--- config.mk ---
export PLATFORM = sky130hd
export DESIGN_NAME = logReadout
export DESIGN_NICKNAME = d
export VERILOG_FILES = /design/src/rtl/axiLogPkg.sv /design/src/rtl/logReadout.sv
export VERILOG_INCLUDE_DIRS = /design/src
export SDC_FILE = /design/constraint.sdc
export NUM_CORES = 1
export LEC_CHECK = 0
export BUFFER_PORTS_ARGS = -buffer_cell sky130_fd_sc_hd__buf_4
export CAP_MARGIN = 30
export CORE_UTILIZATION = 36
export CTS_CLUSTER_SIZE = 10
export DETAILED_ROUTE_END_ITERATION = 7
export GPL_ROUTABILITY_DRIVEN = 0
export PLACE_DENSITY = 0.82
export SYNTH_ARGS = -nofsm -noshare
export SYNTH_HDL_FRONTEND = slang
export SYNTH_SLANG_ARGS = --single-unit
export TNS_END_PERCENT = 50
--- constraint.sdc ---
create_clock -name Clk_CI -period 1.42 [get_ports Clk_CI]
set_clock_uncertainty 0.2 [all_clocks]
set_input_delay 0.284 -clock Clk_CI [delete_from_list [all_inputs] [get_ports Clk_CI]]
set_output_delay 0.284 -clock Clk_CI [all_outputs]
set_load 0.02 [all_outputs]
--- src/axiLog_consts.svh ---
// ******************************
// AXI logger constants
// Bus field widths, entry layout width
// and log memory geometry
// ******************************

`ifndef AXILOG_CONSTS_SVH
`define AXILOG_CONSTS_SVH

// Observed address channel fields
`define AXI_ID_W    8
`define AXI_ADDR_W  32
`define AXI_LEN_W   8

// Free-running cycle counter
`define TS_W        32

// One log entry, three readout words
`define ENTRY_W     96

// Log memory geometry
`define LOG_DEPTH   64
`define LOG_IDX_W   6

// Readout port
`define RD_DATA_W   32
// Byte address, 16 bytes per entry
`define RD_ADDR_W   (`LOG_IDX_W + 4)

`endif

--- src/rtl/axiLogPkg.sv ---
// ******************************
// AXI logger package
// Field, entry and address types plus
// the controller state encoding
// ******************************

`default_nettype none

`include "axiLog_consts.svh"

package axiLogPkg;

  // Captured address channel fields
  typedef logic [`AXI_ID_W-1:0]   axiId_t;
  typedef logic [`AXI_ADDR_W-1:0] axiAddr_t;
  typedef logic [`AXI_LEN_W-1:0]  axiLen_t;

  // Cycles since reset or last clear, wraps at the top
  typedef logic [`TS_W-1:0] timestamp_t;

  // Entry layout, MSB first
  //   timestamp | address | zero pad | length | id
  typedef logic [`ENTRY_W-1:0] logEntry_t;

  // Slot number within the log memory
  typedef logic [`LOG_IDX_W-1:0] logIdx_t;

  // Readout byte address, word select in bits 3 and 2
  typedef logic [`RD_ADDR_W-1:0] rdAddr_t;
  typedef logic [`RD_DATA_W-1:0] rdData_t;

  // Controller state
  typedef enum logic {
    LogActive,
    LogFull
  } logState_t;

endpackage

`default_nettype wire

--- src/rtl/logReadout.sv ---
// ******************************
// Log readout
// Maps 32-bit word reads onto entry
// reads and returns the selected word
// two cycles later
// ******************************

`timescale 1ns/10ps
`default_nettype none

`include "axiLog_consts.svh"

module logReadout (
  input  logic                 Clk_CI,
  input  logic                 rstN,

  // Word read request
  input  logic                 rdEn,
  input  axiLogPkg::rdAddr_t   rdAddr,

  // Memory read port
  output logic                 rdEnMem,
  output axiLogPkg::logIdx_t   rdIdx,
  input  axiLogPkg::logEntry_t memEntry,

  // Word response
  output axiLogPkg::rdData_t   rdData,
  output logic                 rdValid
);

  import axiLogPkg::*;

  logic [1:0] wordSel;
  logic [1:0] wordSelQ;
  logic       rdEnQ;
  rdData_t    wordMux;

  // Upper address bits pick the entry, bits 3 and 2 the word
  assign rdEnMem = rdEn;
  assign rdIdx   = rdAddr[`RD_ADDR_W-1:4];
  assign wordSel = rdAddr[3:2];

  // Strobe pipeline
  always_ff @(posedge Clk_CI or negedge rstN) begin
    if (!rstN) begin
      rdEnQ   <= 1'b0;
      rdValid <= 1'b0;
    end else begin
      rdEnQ   <= rdEn;
      rdValid <= rdEnQ;
    end
  end

  // Word select travels with the memory read
  always_ff @(posedge Clk_CI) begin
    wordSelQ <= wordSel;
  end

  always_comb begin
    case (wordSelQ)
      2'd0:    wordMux = memEntry[`RD_DATA_W-1:0];
      2'd1:    wordMux = memEntry[2*`RD_DATA_W-1:`RD_DATA_W];
      2'd2:    wordMux = memEntry[3*`RD_DATA_W-1:2*`RD_DATA_W];
      // No fourth word in an entry
      default: wordMux = '0;
    endcase
  end

  always_ff @(posedge Clk_CI) begin
    if (rdEnQ) begin
      rdData <= wordMux;
    end
  end

endmodule

`default_nettype wire

### After elaboration in Yosys (flattened, before gate mapping)

Cells that the tools add are included.

* bits in latches: 0
* bits in registers: 36
* word-level logic and storage cells: 8
* memory bits (read-only): 0
* bits in writable memories: 0
* memories: 0

* multipliers: 0
* bitwise logic cells: 0
* magnitude comparators: 0
* shift operators: 0
* muxes and demuxes: 1
* div/mod/pow operators: 0
* add/subtract/negate cells: 0
* reductions and logical operators: 1
* equal/unequal tests: 2

Operator list (number)
* $pmux W32 S3: 1
* $eq A2 B1 Y1 const B: 1
* $eq A2 B2 Y1 const B: 1
* $logic_not A2 Y1: 1

### Depth between registers and ports, before layout

* depth in word-level cells: 2
* depth in mapped cells: 5

### Least setup slack after synthesis

Ideal clock, no wire load.

* kind: reg-to-reg
* from: register rdEnQ
* to: register rdData[0] (enable)
* arrival time: 949 ps
* setup time: 389 ps
* clock period less this slack: 1538 ps
* stages on the path, launching flop included: 1
* required time: 831 ps
* path buffers: 0
* slack: -118 ps
* path through: dfrtp_1

RTL lines
* from (decl): line logReadout.sv:35 `logic rdEnQ;`
* from (signal assigned): line logReadout.sv:49 `rdEnQ <= rdEn;`
* to (signal assigned): line logReadout.sv:71 `rdData <= wordMux;`
* to (decl): line logReadout.sv:27 `output axiLogPkg::rdData_t rdData,`

No word-level cell between the ends.

### Worst setup path in the final report

* from: register wordSelQ[0]
* to: register rdData[18] (data pin)

* longest elaborated chain between the ends: 2
* elaborated cells on any way between the ends: 4
* those cells by class: eq/ne (2); mux (1); reduce/logical (1)

Ends and longest elaborated chain
* from (decl): line logReadout.sv:34 `logic [1:0] wordSelQ;`
* from (signal assigned): line logReadout.sv:56 `wordSelQ <= wordSel;`
* $eq A2 B2 Y1 (tied with other cells): line logReadout.sv:60 `case (wordSelQ)`
* $pmux W32 S3 (*): line logReadout.sv:60
* net wordMux[18]: line logReadout.sv:36 `rdData_t wordMux;`

The timed path passes the listed nets; every way through them passes the cells marked *.
A chain may end at the register's enable or synchronous reset.

==> results.toml <==
[run_status]
status = "finished clean"

[sta]
worst_pin_slew_ns = 0.411
hold_slack_ns = 0.0723
min_period_ns = 1.41
slew_violations = 0
relSlewSlack_pct = 72.5
finalHoldViolCount = 0
period_share_pct = 99.4
fmax_mhz = 709
grt_setup_unrepaired = "yes"
final-setup-viol-count = 0
setup_slack_ns = 0.00920

[routing]
first_iter_violations = 69
postRouteAntennaNets = 0
drt_pass1_iterations = 4
drc_errors = 0
via_per_inst = 4.84
wire_per_inst_um = 15.3
vias = 1586
routed_wl_um = 5010

[finish]
drive_gt1_share_pct = 65.9
ff_latch_area_um2 = 1060
multi_input_area_um2 = 702
synthToLayoutAreaGrowth_pct = 66.6
layout_commonest_cell = "buf_4"
fill_cells = 442
mostFrequentLayoutCells = "buf_4, edfxtp_1, mux2i_1"
nets = 366
diodes = 0
stdcell_count = 328
fin_area_um2 = 3150

[setup_path]
r2r-start = "wordSelQ[0]$_DFF_P_"
cp.required_ns = 1.24
rr_worst_depth = 3
r2r_slack_ns = 0.009
worst_setup_path_start_kind = "flip-flop"
rr_endpoint = "rdData[18]$_DFFE_PP_"
end_kind = "flip-flop"
arrival_ns = 1.23
worst-path-max-fanout = 15
crit_start = "wordSelQ[0]$_DFF_P_"
critPathKind = "reg2reg"

[synth]
synth_top_area_share_pct = 50.8
ys_ff_latch = 36
synth_area_um2 = 1890
synth_seq_area_share_pct = 55.6
synth_area_per_cell_um2 = 15.8
synth_area_leaders = "edfxtp_1, mux2i_1, o2bb2ai_1, o2bb2ai_2, buf_6"
yosys_warnings = 0
syn_inst = 120
synth_top_area_cell = "edfxtp_1"
synth.distinct_cells = 11
synth_nets = 229

[die]
die-area_um2 = 5550
die_y_um = 74.5
pin_count = 149
start_util_pct = 37.3
core_um2 = 5070
fp-row-count = 26
fp.dieW_um = 74.5

[grt]
grt_first_pass_wirelength_um = 7200
grt-ovfl-total = 0
antenna_found_initial = 0
grt_pass1_vias = 1576
grtUsageTotal_pct = 17.3
grt_max_degree = 34

[worst_hold_path]
hold_depth = 2
hp-class = "in2reg"
min_to = "rdData[5]$_DFFE_PP_"
hold_start = "memEntry[69]"

[power]
p_total_mw = 2.91
ir_worst_vdd_v = 0.000475
power_density_nw_per_um2 = 925
power_leakage_nw = 1.43

[cts]
clock_sinks = 36
worstSkewPairLatency_ns = 0.28
htree_levels = 2
path_clk_slew_ns = 0.08
cts_tree = "built"
cts_buffers = 5
clock-root-buffer = "clkbuf_8"
clock_path_buffers = 2

[place]
portBuffers = 134
pre_cts_ws_ns = -0.204
dp.cells = 309
dpl-instance-area_um2 = 2870

[job]
maxCapViolCount = 0
==> synth_stat cells <==
cell type   n
clkbuf_1    2
dfrtp_1     2
o2bb2ai_1  22
nor2b_4     1
buf_6       8
buf_4       8
buf_2       1
edfxtp_1   32
dfxtp_1     2
mux2i_1    32
o2bb2ai_2  10
==> area by class of cell <==
class / count / area share (%)
Clock inverter: 1 / 0.954
Clock buffer: 7 / 3.06
Multi-Input combinational cell: 66 / 22.3
Timing Repair Buffer: 148 / 37.3
Tap cell: 70 / 2.78
Sequential cell: 36 / 33.6
==> stage by stage <==
step	TNS (ns)	util, %
after detailed placement	-5.50	56.5
after floorplan	0	-
final	0	62.1
after global routing	-0.0806	62.1
after CTS	0	60.5
after global placement	-5.45	56.5
==> critical path, cell delays in order (launching register included) <==
cell and delay [ns]:
dfxtp_4 0.42, buf_12 0.18, mux2i_2 0.24, o2bb2ai_1 0.11
==> cell families after synthesis <==
| family | Yosys count | share of synthesized area [%] |
|---|---|---|
| DFF | 36 | 55.6 |
| and+or+nand+nor | 1 | 0.728 |
| buffers and inverters | 19 | 8.60 |
| AOI/OAI and AO/OA | 32 | 18.1 |
| muxes | 32 | 16.9 |
==> per-layer routing <==
metal	up-vias	global-route usage (%)	part of all wire [%]
met4	0	7.76	2.7
li1	746	-	-
met2	75	31.4	55
met5	-	0	0
met3	18	3.25	5.4
met1	747	19.7	37
==> state kept, by name (all words and copies together) (netlist names) <==
name,count
rdValid,1
rdEnQ,1
rdData,32
wordSelQ,2
==> worst max path at each step <==
stage,to
after global placement,rdData[31]$_DFFE_PP_
after CTS,rdData[18]$_DFFE_PP_
final,rdData[18]$_DFFE_PP_
after global routing,rdData[22]$_DFFE_PP_
after detailed placement,rdData[18]$_DFFE_PP_
after floorplan,rdData[0]$_DFFE_PP_
==> power by group <==
group | switching (mW) | internal (mW)
Clock | 0.358 | 0.620
Sequential | 0.0257 | 1.24
Combinational | 0.283 | 0.384
==> repair_timing <==
action	4_1_cts	5_1_grt
setup endpoints to repair	32	22
gates cloned	1	1
pin swaps	0	0
hold endpoints to repair	5	0
hold buffers	4	0
gates resized for setup	8	4
buffers inserted	0	5
Power figures use the tool's default switching activity.
