[src/axiLog_consts.svh]
// ******************************
// AXI logger constants
// Bus field widths, entry layout width
// and log memory geometry
// ******************************

`ifndef AXILOG_CONSTS_SVH
`define AXILOG_CONSTS_SVH

// Observed address channel fields
`define AXI_ID_W    8
`define AXI_ADDR_W  32
`define AXI_LEN_W   8

// Free-running cycle counter
`define TS_W        32

// One log entry, three readout words
`define ENTRY_W     96

// Log memory geometry
`define LOG_DEPTH   64
`define LOG_IDX_W   6

// Readout port
`define RD_DATA_W   32
// Byte address, 16 bytes per entry
`define RD_ADDR_W   (`LOG_IDX_W + 4)

`endif

[src/rtl/axiLogPkg.sv]
// ******************************
// AXI logger package
// Field, entry and address types plus
// the controller state encoding
// ******************************

`default_nettype none

`include "axiLog_consts.svh"

package axiLogPkg;

  // Captured address channel fields
  typedef logic [`AXI_ID_W-1:0]   axiId_t;
  typedef logic [`AXI_ADDR_W-1:0] axiAddr_t;
  typedef logic [`AXI_LEN_W-1:0]  axiLen_t;

  // Cycles since reset or last clear, wraps at the top
  typedef logic [`TS_W-1:0] timestamp_t;

  // Entry layout, MSB first
  //   timestamp | address | zero pad | length | id
  typedef logic [`ENTRY_W-1:0] logEntry_t;

  // Slot number within the log memory
  typedef logic [`LOG_IDX_W-1:0] logIdx_t;

  // Readout byte address, word select in bits 3 and 2
  typedef logic [`RD_ADDR_W-1:0] rdAddr_t;
  typedef logic [`RD_DATA_W-1:0] rdData_t;

  // Controller state
  typedef enum logic {
    LogActive,
    LogFull
  } logState_t;

endpackage

`default_nettype wire

[src/rtl/logController.sv]
// ******************************
// Log controller
// Qualifies address channel handshakes,
// builds log entries and tracks the
// slot counter, full flag and timestamp
// ******************************

`timescale 1ns/10ps
`default_nettype none

`include "axiLog_consts.svh"

module logController (
  input  logic                Clk_CI,
  input  logic                rstN,

  // Observed address channel
  input  logic                axiValid,
  input  logic                axiReady,
  input  axiLogPkg::axiId_t   axiId,
  input  axiLogPkg::axiAddr_t axiAddr,
  input  axiLogPkg::axiLen_t  axiLen,

  input  logic                clear,

  // Memory write port
  output logic                wrEn,
  output axiLogPkg::logIdx_t  wrIdx,
  output axiLogPkg::logEntry_t wrEntry,

  output logic                full
);

  import axiLogPkg::*;

  localparam logIdx_t LastIdx = logIdx_t'(`LOG_DEPTH - 1);

  // Unused entry bits between the length field and the address
  localparam int PadW = `ENTRY_W - `TS_W - `AXI_ADDR_W - `AXI_LEN_W - `AXI_ID_W;

  logState_t  stateQ;
  logState_t  stateNext;
  logIdx_t    cntQ;
  logIdx_t    cntNext;
  timestamp_t tsQ;
  logic       accept;

  // A beat is logged only while active and not clearing
  assign accept = axiValid && axiReady && (stateQ == LogActive) && !clear;

  // Write straight into the current slot on the accepting edge
  assign wrEn    = accept;
  assign wrIdx   = cntQ;
  assign wrEntry = {tsQ, axiAddr, {PadW{1'b0}}, axiLen, axiId};

  assign full = (stateQ == LogFull);

  // State and slot counter
  always_comb begin
    stateNext = stateQ;
    cntNext   = cntQ;
    if (clear) begin
      stateNext = LogActive;
      cntNext   = '0;
    end else if (accept) begin
      if (cntQ == LastIdx) begin
        // Counter parks on the last slot
        stateNext = LogFull;
      end else begin
        cntNext = cntQ + 1'b1;
      end
    end
  end

  always_ff @(posedge Clk_CI or negedge rstN) begin
    if (!rstN) begin
      stateQ <= LogActive;
      cntQ   <= '0;
    end else begin
      stateQ <= stateNext;
      cntQ   <= cntNext;
    end
  end

  // Timestamp restarts on clear, otherwise counts every cycle
  always_ff @(posedge Clk_CI or negedge rstN) begin
    if (!rstN) begin
      tsQ <= '0;
    end else if (clear) begin
      tsQ <= '0;
    end else begin
      tsQ <= tsQ + 1'b1;
    end
  end

endmodule

`default_nettype wire

[config.mk]
export PLATFORM = sky130hd
export DESIGN_NAME = logController
export DESIGN_NICKNAME = d
export VERILOG_FILES = /design/src/rtl/axiLogPkg.sv /design/src/rtl/logController.sv
export VERILOG_INCLUDE_DIRS = /design/src
export SDC_FILE = /design/constraint.sdc
export NUM_CORES = 1
export LEC_CHECK = 0
export ABC_AREA = 1
export CAP_MARGIN = 15
export CORE_AREA = 2 2 77 79
export DETAILED_ROUTE_END_ITERATION = 8
export DIE_AREA = 0 0 79 81
export DONT_BUFFER_PORTS = 1
export SYNTH_ARGS = -nofsm -noshare
export SYNTH_HDL_FRONTEND = slang
export SYNTH_SLANG_ARGS = --single-unit
[constraint.sdc]
create_clock -name Clk_CI -period 1.6 [get_ports Clk_CI]
set_input_delay 0.24 -clock Clk_CI [delete_from_list [all_inputs] [get_ports Clk_CI]]
set_output_delay 0.24 -clock Clk_CI [all_outputs]
set_load 0.01 [all_outputs]
# Yosys cells after proc, flatten, opt, wreduce, memory -nomap -nowiden
# Cells that the tools add are included.
totals:
  regBits: 39
  input_bits: 53
  word_cells: 23
op_classes:
  add_sub_neg: 2
  n_eq_ne: 2
  n_mux: 7
  bitwise_logic: 1
  reduce_logical: 8
ops:
  columns: ["cell", "count"]
  rows:
  - ["$add A32 B1 Y32 const B", 1]
  - ["$mux W32", 1]
  - ["$mux W6", 3]
  - ["$add A6 B1 Y6 const B", 1]
  - ["$eq A6 B6 Y1 const B", 1]
  - ["$reduce_and A2 Y1", 2]
  - ["$reduce_bool A2 Y1", 2]
  - ["$logic_and A1 B1 Y1", 3]
  - ["$mux W1", 3]
  - ["$ne A2 B2 Y1 const B", 1]
  - ["$logic_not A1 Y1", 1]
  - ["$not A1 Y1", 1]

# Logic depth before layout (Yosys ltp)
# Gate-level depths: netlist (run 1).
depth:
  ltp_word: 5
  depth_mapped: 9

# Least setup slack after synthesis (run 1)
# Ideal clock, no wire load.
synth_timing:
  path_kind: "register to register"
  startpoint: "register tsQ[0]"
  endpoint: "register tsQ[12]"
  t_arrival_ns: 1.271
  required_ns: 1.481
  path_slack_ns: 0.210
  path_stages_with_launch: 8
  synth_period_minus_slack_ns: 1.390
  path_cell_list: "dfrtp_1 > ha_1 > nand2_1 > inv_1 > nand2_1 > nor2_2 > or2_1 > and2_1"
synth_between:
  elab_chain_len: 2
synth_lines:
  columns: ["item", "line_no", "source"]
  rows:
  - ["start, declared", "logController.sv:45", "timestamp_t tsQ;"]
  - ["start signal, assigned", "logController.sv:92", "tsQ <= tsQ + 1'b1;"]
  - ["$add A32 B1 Y32", "logController.sv:92", null]
  - ["$mux W32", "logController.sv:89", "end else if (clear) begin"]
# No other way between the ends.
# A chain may end at the register's enable or synchronous reset.

# Worst setup path after layout (run 1)
layout_timing:
  startpoint: "register tsQ[1]"
  endpoint: "register tsQ[30]"
# The elaborated chain is that of the path after synthesis.

==> results of run 1 <==
sequential cells by signal, summed over array words and instances, names as in the netlist:
| signal | cells |
|---|---|
| full | 1 |
| tsQ | 32 |
| wrIdx | 6 |
worst reg2reg max path: stages, from the launching register on:
cell and delay (ns):
dfrtp_1 0.43, ha_1 0.19, nand2_1 0.10, nor2_4 0.15, nand2_2 0.10, nor2_4 0.18, nand3_1 0.09, nand2_1 0.06
nor2_1 0.04
cells in the mapped netlist:
cell type,instances
o21bai_1,1
ha_1,2
buf_4,64
clkbuf_1,1
nand2_1,86
buf_2,1
nor2_4,8
inv_1,17
and2_1,2
nor2_1,70
o21ai_0,6
nand4_1,1
xnor2_1,2
dfrtp_1,39
inv_2,3
nor2_2,4
buf_1,2
a21oi_1,20
xor2_1,5
or2_1,1
nand2_4,1
nand3b_1,2
conb_1,1
nor3_1,1
nand2_2,4
nand3_1,19
o21a_1,2
per-layer routing:
metal | vias up | track usage | part of all wire
li1 | 996 | - | -
met1 | 914 | 0.217 | 0.44
met2 | 51 | 0.304 | 0.50
met3 | 9 | 0.0533 | 0.055
met4 | 0 | 0.0586 | 0.012
met5 | - | 0 | 0
stage by stage:
stage	instances	setup WS [ns]	instance area, µm²	util	total power [mW]
after floorplan	380	0.210	2720	-	1.28
after global routing	408	0.00809	2550	0.450	2.12
final	408	0.144	2550	0.450	2.02
after CTS	408	0.114	2550	0.450	2.05
after detailed placement	397	0.132	2400	0.422	1.15
after global placement	397	0.172	2400	0.422	1.15
layout make-up:
cell class	count	area [µm²]
flip-flops and latches	39	976
clock buffers	6	82.6
clock inverters	2	35.0
inverters	20	75.1
fillers	614	3120
well taps	75	93.8
multi-input cells	253	1180
repair buffers	13	115
logic make-up after synthesis:
| family | count (synthesis) |
|---|---|
| other | 1 |
| AND/OR/NAND/NOR | 199 |
| flip-flops | 39 |
| buffers and inverters | 88 |
| AO/OA/AOI/OAI | 29 |
| adder cells (fa/ha/maj) | 2 |
| XOR/XNOR | 7 |
report_power, final:
| group | switching [mW] | internal (mW) |
|---|---|---|
| clock | 0.349 | 0.505 |
| combinational | 0.0964 | 0.0483 |
| sequential | 0.0179 | 1.00 |
how the worst max path moves through the flow:
stage | slack [ns] | depth (start not counted) | to | from
final | 0.14 | 8 | tsQ[30] | tsQ[1]
after global routing | 0.008 | 8 | tsQ[24] | tsQ[1]
after CTS | 0.11 | 8 | tsQ[24] | tsQ[1]
after detailed placement | 0.13 | 8 | tsQ[24] | tsQ[1]
after global placement | 0.17 | 8 | tsQ[24] | tsQ[1]
after floorplan | 0.21 | 7 | tsQ[12] | tsQ[0]
what timing repair did:
item	CTS	global route
hold endpoints to repair	46	0
hold buffers	3	0
setup endpoints to repair	0	1
resized for setup	0	0
==> results.md, run 1 <==
- The max-slew violation total from the final report was 0.
- The final setup skew is roughly 0.0072 ns.
- The die covers 6400 µm².
- The largest net degree at the start of global routing is 40.
- The parity-gate share of the synthesized area counting xor and xnor cells is 0.0230.
- The largest single stage delay on the critical path is 0.43 ns.
- The startpoint of the worst hold path is clear.
- The total core area is between 5000 and 6000 µm².
- The dominant combinational cell family by area after synthesis is simple AND/OR/NAND/NOR gates.
- For the finished layout, the period the worst path requires is approximately 1.5 ns.
- The number of antenna violations at the first check in global routing is 0.
- STA classifies the critical path startpoint as a flop.
- Based on the critical path, the design can be clocked at up to approximately 700 MHz.
- The yosys synthesis warning count is 0.
- The count of final setup violators is 0.
- In the routed design, unresolved DRC markers number 0.
- The required time at the worst-slack endpoint is around 1.8 ns.
- The worst voltage drop across the vdd grid is about 0.00042 V.
- The number of inserted diodes is 0.
- A synthesized cell averages 7.31 µm².
- The via count normalized by instance count is 4.83.
- The number of distinct library cells after synthesis is 27.
- The proportion of synthesized area in mux cells is 0.
- By startpoint and endpoint, the worst setup path is classified as flop to flop.
- Setup total negative slack on the finished layout was measured at 0 ns.
- Setup repair after global routing left no endpoint under its margin.
- The via count of the first global-routing pass was approximately 1.8k.
- The library cell used most frequently in the layout, excluding fill and tap cells, is nand2_1.
- The share of the synthesized area in compound gates (AO/OA/AOI/OAI) was 0.0572.
- The worst min-delay path class is input port to flop.
- The total leakage power is roughly 1.2 nW.
- In the finished design, the share of the clock period the worst path needs comes to 0.910.
- The first global-routing pass estimated between 8000 and 9000 µm of wire.
- The arrival time at the worst endpoint is 1.63 ns.
- The number of cells on the worst reg-to-reg path is 8.
- The number of hold violations in the final report is 0.
- The gate count of the mapped netlist is between 300 and 400.
- The effective utilization at floorplan is 0.470.
- The first-pass iteration count of the detailed router is 4.
- The violation count after the first detailed-route iteration is between 90 and 100.
- The clock sink count is 39.
- The cell accounting for the most synthesized area is dfrtp_1.
- Summed over all nets, the half-perimeter wirelength after detailed placement is between 4000 and 5000 µm.
- The worst setup path is captured at a flop.
- The family with the most delay on the worst path is simple AND/OR/NAND/NOR gates.
- On the critical path, the stage with the largest delay is an instance of dfrtp_1.
- The die boundary width is ~79 µm.
- The worst-path maximum fanout is 6.
- The critical path goes through ha_1 > nand2_1 > nor2_4 > nand2_2 > nor2_4 > nand3_1 > nand2_1 > nor2_1.
- The total global-route track usage is 0.179.
- Relative to the synthesized area, the layout overhead comes to -4.27%.
- The basic-gate share of the synthesized area counting and, or, nand and nor cells is 0.329.
- In this run the critical register-to-register path is launched from tsQ[1].
- The endpoint identified for the worst register-to-register timing path is tsQ[30].
- For this run the aggregate overflow at the end of global routing stands at 0.
- Of the cells placed in the final design, the portion with a size suffix greater than 1 is 0.117.
- The capture endpoint of the worst hold path is tsQ[9].
- Dividing the detail-routed wire length by the instance count gives ~13 µm.
- The later pin in the worst-skew pair is clocked with a latency of between 0.2 and 0.3 ns.
- The number of nets with antenna violations after detailed routing is 0.
- Buffers added to address setup during post-CTS repair amount to 0.
- Row generation in the floorplan step produced 28 rows.
- Ranked by total cell area, the synthesized netlist is headed by dfrtp_1 (37%), buf_4 (18%), nand2_1 (12%).
- Clock-pin slew was measured on the worst setup and hold paths at about 0.080 ns.
- In this run the power density over the cells is ~800 nW/µm².
- The floorplan step set the die height to just over 80 µm.
- CTS built an H-tree with a depth of 2.
- The count of maximum capacitance violations is 0.
- The final layout contains between 300 and 400 nets.
- Buffers inserted during clock tree synthesis total 5.
- The maximum clock insertion buffer count is 2.
- The top-area cell type share of the netlist area is 0.366.
- The setup check on the worst reg-to-reg path leaves a slack of around 0.14 ns.
- For this run, the register share of the synthesized area comes to 0.366.
- The adder-cell area share of the yosys netlist is 0.00938.
- The post-route worst hold slack is ~0.0061 ns.
- The congestion estimate from routability-driven global placement came to 0.803.
- The synthesized cell area is about 2700 µm².
- Summing over every cut layer, the via total after detailed routing is 1970.
- 157 I/O pins were placed.
- The total buffers and inverters traversed by the critical path is 0.
- TritonCTS built the clock tree.
- During placement, the flow inserted port buffers numbering 0.
- The number of synthesized register bits is 39.
- The tree is rooted in a clkbuf_8.
- The flow ran to the end, and the final reports show no timing, DRC or antenna violations.
- Leaving out fill and tap cells, the most frequent cells in the layout are nand2_1 (86), nor2_1 (70), dfrtp_1 (39), a21oi_1 (20), nand3_1 (19).
- The number of cells on the worst hold path is 1.
- The routed design has 5450 µm of wire.
No activity file was read; power rests on OpenSTA's default activity.
==> run 2, diff against run 1 <==
--- a/config.mk
+++ b/config.mk
@@ -8,9 +8,9 @@
 export LEC_CHECK = 0
 export ABC_AREA = 1
 export CAP_MARGIN = 15
-export CORE_AREA = 2 2 77 79
+export CORE_AREA = 2 2 107 109
 export DETAILED_ROUTE_END_ITERATION = 8
-export DIE_AREA = 0 0 79 81
+export DIE_AREA = 0 0 109 111
 export DONT_BUFFER_PORTS = 1
 export SYNTH_ARGS = -nofsm -noshare
 export SYNTH_HDL_FRONTEND = slang
==> run 2 against run 1 <==
Effect of this change:
- combinational power about the same
- sequential share of layout area down 2.0 points
- global-route usage down 7.0 points
==> results.md, run 2 (synthesis results as in run 1) <==
- The flow ran to the end, and the final reports show no timing, DRC or antenna violations.
- The required time at the worst-slack endpoint is around 1.8 ns.
- The post-layout total power is between 2 and 2.5 mW.
- Clock latency on the worst-skew pair, taken at its later pin, is 0.28 ns.
- The die boundary width is ~110 µm.
- In this run the clock root is driven by a clkbuf_16.
- For this configuration, the core starts out at a cell density of 0.241.
- The die footprint is about 12000 µm².
- The number of hold violations in the final report is 0.
- The arrival time at the worst endpoint is around 1.6 ns.
- The CTS buffer count is 5.
- Before antenna repair, the detailed router went through 4 iterations.
- After detailed routing, the number of remaining DRC violations is 0.
- The worst hold path belongs to the class input port to flop.
- The die is approximately 110 µm tall.
- The first-pass GRT wire length is around 10000 µm.
- The via count of the first global-routing pass is 2054.
- During placement, the flow inserted port buffers numbering 0.
- The minimum clock period is between 1 and 1.5 ns.
- After clock tree synthesis, the clock-pin slew on the worst setup and hold paths is about 0.06 ns.
- The post-route worst hold slack is approximately 0.016 ns.
- After global routing the overflow that remains totals 0.
- The worst setup path is captured at a flop.
- The most common cell after layout, fill and taps aside is nand2_1.
- The placer congestion estimate is 0.832.
- Buffers added to address setup during post-CTS repair amount to 0.
- The max-slew violation total from the final report came to 0.
- The number of antenna violations at the first check in global routing is 0.
- The largest register by flop count is tsQ.
- In this run the remaining antenna-violating nets after routing total 0.
- After filler insertion, the fill cell instance count of the layout stands at 1212.
- The worst setup path is launched from a flop.
- Entering global routing, the biggest net connects 40 pins.
- Timing analysis after detailed placement gives a worst setup slack of approximately 0.15 ns.
- The post-placement cell area is ~2500 µm².
- Counting tap cells, the placed design contains a total of about 470 instances.
- The multi-input combinational cells in the finished layout cover a total of 1180 µm².
- The critical path is of the flop to flop type.
- TritonCTS built the clock tree.
- The final instance area is about 2700 µm².
- During I/O placement, the number of pins put on the boundary was 157.
- The total number of vias is ~2.0k.
- The register with the most flip-flops in the layout has 32 of them.
- In this run the deepest clock path goes through 2 buffers.
- After the flow finishes, the layout carries non-filler instances totaling just under 500.
- The placed wire-length estimate after detailed placement is between 4000 and 5000 µm.
- Setup repair after global routing left no endpoint under its margin.
- Dividing total power by cell area gives a power density of around 800 nW/µm².
- The wire length reported by the detailed router is approximately 6200 µm.
- The area of all sequential standard cells is roughly 1000 µm².
- The post-route fraction of the period consumed by the critical path is 0.909.
- The via count normalized by instance count is 4.17.
- Along the worst path, the maximum fanout reaches 7.
- The area overhead of the layout relative to synthesis is 1.41%.
- Leaving out fill and tap cells, the most frequent cells in the layout are nand2_1 (86), nor2_1 (70), dfrtp_1 (36), a21oi_1 (20), nand3_1 (19).
- The utilization after layout is 0.244.
- The count of final setup violators is 0.
- Across the run, the number of max-cap violations was 0.
- The post-layout worst setup margin is roughly 0.15 ns.
- The repair_antennas step left the layout with diodes totalling 0.
- The setup TNS is 0 ns.
- Timing would allow up to around 700 MHz.
- The share of layout cells above drive strength 1 is 0.142.
- The detailed router finished its first iteration with 71 violations.
- Summed over all cells, the static leakage comes to between 1 and 1.5 nW.
- Across the VDD grid, the largest voltage drop is 0.000432 V.
- The tree built by TritonCTS fans out to 39 sinks.
- In the global route stage, overall resource usage came out at 0.109.
- The final setup skew is approximately 0.0054 ns.
- The floorplan has 39 rows.
- The depth of the CTS H-tree is 2.
- After the last flow step, the layout net total stands at around 400.
- The routed length per instance is around 13 µm.
- The total core area is ~11000 µm².
-- run 2: cell count changes in the layout (fill, tap and decap cells not counted), sizes merged --
cell and delta:
buf +6, bufinv -1, clkbuf -1, clkinv +2, dlygate4sd3 -1
-- run 2: per-layer routing --
layer  share of wire  global-route usage  vias to the layer above
met5               0                   0                        -
met4           0.027              0.0402                        0
met3           0.072              0.0323                       20
met2            0.50               0.190                       71
met1            0.40               0.122                      912
li1                -                   -                     1001
-- run 2: report_power, final --
part | switching (mW) | internal (mW)
clock network | 0.401 | 0.569
logic | 0.0969 | 0.0485
registers | 0.0167 | 1.00
-- run 2: final timing paths --
| kind | cells after the start | to | slack [ns] | from |
|---|---|---|---|---|
| worst max-delay path | 7 | tsQ[19] | 0.15 | tsQ[7] |
| min in group asynchronous | 2 | tsQ[30] | 0.42 | rstN |
| worst max register to register | 7 | tsQ[19] | 0.15 | tsQ[7] |
| worst min-delay path | 1 | full | 0.02 | clear |
| max in group asynchronous | 2 | tsQ[9] | 0.97 | rstN |
| worst min register to register | 2 | tsQ[0] | 0.58 | tsQ[0] |
-- run 2: area by class of cell --
cell class | instances | area share
Clock buffer | 5 | 0.0463
Tap cell | 143 | 0.0661
Inverter | 20 | 0.0278
Clock inverter | 3 | 0.00555
Sequential cell | 39 | 0.362
Multi-Input combinational cell | 253 | 0.437
Timing Repair Buffer | 18 | 0.0555
-- run 2: timing repair --
item                                    4_1_cts  5_1_grt
endpoints found under the setup margin        0        4
hold buffers                                  2        0
resized for setup                             0        4
hold endpoints to repair                     39        0
-- run 2: critical path, cell delays in order (launching register included) --
cell,delay (ns)
dfrtp_1,0.46
nand2_2,0.14
nor2_1,0.19
nand2_1,0.14
nor2_4,0.20
nand3_1,0.10
nand2_1,0.07
nor2_1,0.04
==> run 3, diff against run 2 <==
--- a/config.mk
+++ b/config.mk
@@ -12,6 +12,7 @@
 export DETAILED_ROUTE_END_ITERATION = 8
 export DIE_AREA = 0 0 109 111
 export DONT_BUFFER_PORTS = 1
+export PLACE_DENSITY_LB_ADDON = 0.08
 export SYNTH_ARGS = -nofsm -noshare
 export SYNTH_HDL_FRONTEND = slang
 export SYNTH_SLANG_ARGS = --single-unit
==> run 3 against run 2 <==
Effect of this change:
- via count rose by 0.30%
- critical path depth grew 1
- largest power group is now clock
- flip-flop and latch count stayed put
- setup slack got worse by 0.0010 ns
- hold slack got worse by 0.0022 ns
- sequential share of layout area down 1.9 points
- critical path type unchanged
- power is 17% higher
- clock skew up 0.0026 ns
- cell count rose by 2.3%
==> results.md, run 3 (synthesis results as in run 1) <==
- The register with the most flip-flops in the layout has 32 of them.
- Along the worst path, the maximum fanout reaches 6.
- STA classifies the critical path startpoint as a flop.
- The max-slew violation total from the final report was 0.
- The effective utilization at floorplan is 0.241.
- Counting the buffers created by CTS gives 5.
- The post-placement cell area is 2580 µm².
- The core region is between 10000 and 15000 µm².
- The die is 109 µm wide.
- The register share of total power is 0.405.
- The run finished with clean final reports.
- The critical path is of the flop to flop type.
- The min-delay analysis places its worst path in the category input port to flop.
- The master of the slowest instance on the critical path is dfrtp_1.
- The post-placement worst setup slack is roughly 0.12 ns.
- After detailed routing, the average wire length per cell comes to roughly 14 µm.
- The area overhead of the layout relative to synthesis is 6.99%.
- At the end of routability-driven placement, the weighted congestion stood at about 0.75.
- The largest net degree at the start of global routing is 40.
- IR analysis of the VDD net gives a maximum drop of just over 0.0004 V.
- Power spread over the standard cell area amounts to ~880 nW/µm².
- Tracing the worst setup path back leads to its startpoint at tsQ[0].
- Of the available clock period, the critical path in the final layout requires 0.909.
- The count of placed standard cells in the final layout, fillers left out is between 400 and 500.
- In the final layout, the share of cells above drive strength 1 is 0.166.
- Once routing completed, OpenROAD measured the worst setup slack at ~0.14 ns.
- The highest achievable clock rate is around 700 MHz.
- After clock tree synthesis, the clock-pin slew on the worst setup and hold paths is 0.06 ns.
- The switching power as a share of total power is 0.217.
- The total number of vias is roughly 2.0k.
- TritonCTS built the clock tree.
- The initialized floorplan defines 39 standard-cell rows.
- The number of antenna violations at the first check in global routing is 0.
- Setup violations remaining at the end of the flow were counted as 0.
- In the layout the commonest cells are nand2_1 (85), nor2_1 (69), dfrtp_1 (36), buf_4 (25), a21oi_1 (20).
- The total of buffers placed on input and output ports is 0.
- The portion of total power attributed to combinational logic is 0.068.
- The kind of capture point of the worst setup path is a flop.
- The power spent charging and discharging nets is about 0.54 mW.
- The global routing usage on met1 is 0.156.
- Setup repair after global routing left no endpoint under its margin.
- The buffer cell driving the clock tree root is clkbuf_16.
- The setup TNS is 0 ns.
- The number of inserted diodes is 0.
- The global-route track usage on met2 is 0.191.
- The count of nets left with antenna violations once routing finished came out at 0.
- During I/O placement, the number of pins put on the boundary was 157.
- The via count of the first global-routing pass is around 2.0k.
- The global routing's busiest layer is met2.
- The global route total overflow is 0.
- The analysis attributes to cell leakage a power of 1.28 nW.
- The number of placed instances, taps included, is 478.
- Across every metal layer, demand over resource in global routing totals 0.121.
- For this run, the detailed router's first-pass iteration total came to 4.
- For this block, the initial DRC count from the detailed router was roughly 70.
- For this run, design rule violations remaining after detail routing come to 0.
- The clock latency on the worst-skew pair is slightly below 0.3 ns.
- Walking the worst path, the cells encountered are ha_1 > nand2_2 > nor2_4 > nand2_2 > nor2_4 > nand3_1 > nand2_1 > nor2_1.
- Leaving out fill and tap cells, the most frequent cell in the layout is nand2_1.
- The count of maximum capacitance violations is 0.
- In this run the critical register-to-register path is launched from tsQ[0].
- The number of hold violations in the final report is 0.
- The first global-routing pass estimated 11200 µm of wire.
- After the last flow step, the layout net total stands at 403.
- Between clock sinks in the finished design, the worst skew comes to between 0.008 and 0.009 ns.
- The cell-internal power is between 1.5 and 2 mW.
- The final layout contains routed wiring with a total length of approximately 7000 µm.
- The maximum clock insertion buffer count is 2.
- Once layout is done, the placed cells without fillers occupy between 2000 and 3000 µm².
- The met3 usage in global routing is 0.0435.
- The via count normalized by instance count is roughly 4.1.
- The die height is 111 µm.
- Once detailed placement completed, the half-perimeter wirelength came to roughly 5400 µm.
- The die covers 12100 µm².
- The stage delay of the slowest cell on the critical path is 0.39 ns.
- The clock period could shrink to roughly 1.5 ns.
- Data on the critical path is required at its endpoint by approximately 1.8 ns.
- The post-layout total power is 2.51 mW.
- The clock group share of total power is 0.527.
- In this run the most critical hold path is launched from clear.
- The clock drives 39 sinks.
- The H-tree was split into 2 levels.
- The largest register by flop count is tsQ.
- The arrival time at the worst endpoint is roughly 1.6 ns.
run 3: final timing paths:
path / cells past startpoint / to / slack, ns
worst max register to register: 8 / tsQ[22] / 0.14
min in group asynchronous: 2 / tsQ[16] / 0.46
worst min-delay path: 1 / tsQ[1] / 0.01
worst max-delay path: 8 / tsQ[22] / 0.14
worst min register to register: 2 / tsQ[0] / 0.57
max in group asynchronous: 2 / tsQ[11] / 0.93
run 3: area by class of cell:
cell class | instances | area, µm²
repair buffers | 29 | 245
inverters | 20 | 75.1
clock inverters | 2 | 60.1
well taps | 143 | 179
multi-input cells | 253 | 1190
clock buffers | 6 | 129
fillers | 1236 | 8220
flip-flops and latches | 39 | 980
run 3: critical path, delay by kind of cell (launching register included):
| family | cells | cell delay, ns |
|---|---|---|
| simple gates | 7 | 0.77 |
| flops | 1 | 0.39 |
| fa+ha+maj | 1 | 0.20 |
run 3: power groups by stage:
stage          logic, mW  registers, mW  clock network [mW]
2_1_floorplan      0.232           1.05                   0
3_3_place_gp       0.132           1.03                   0
3_5_place_dp       0.133           1.03                   0
4_1_cts            0.169           1.01                1.37
5_1_grt            0.197           1.02                1.41
6_report           0.171           1.01                1.32
run 3: metrics by stage:
| stage | hold slack [ns] | utilization |
|---|---|---|
| finish | 0.0141 | 0.258 |
| global route | 0.00220 | 0.258 |
| CTS | 0.00114 | 0.254 |
| detailed placement | -0.0536 | 0.233 |
| global placement | -0.0542 | 0.233 |
| floorplan | -0.0556 | - |
run 3: repair_timing:
action / CTS / global route
endpoints found under the setup margin: 0 / 8
buffers inserted: 0 / 2
hold buffers: 3 / 1
resized for setup: 0 / 6
endpoints found under the hold margin: 40 / 1
run 3: metal layers:
layer	share of wire	vias up
li1	-	1031
met1	0.45	909
met2	0.46	62
met3	0.086	8
met4	0.010	0
met5	0	-
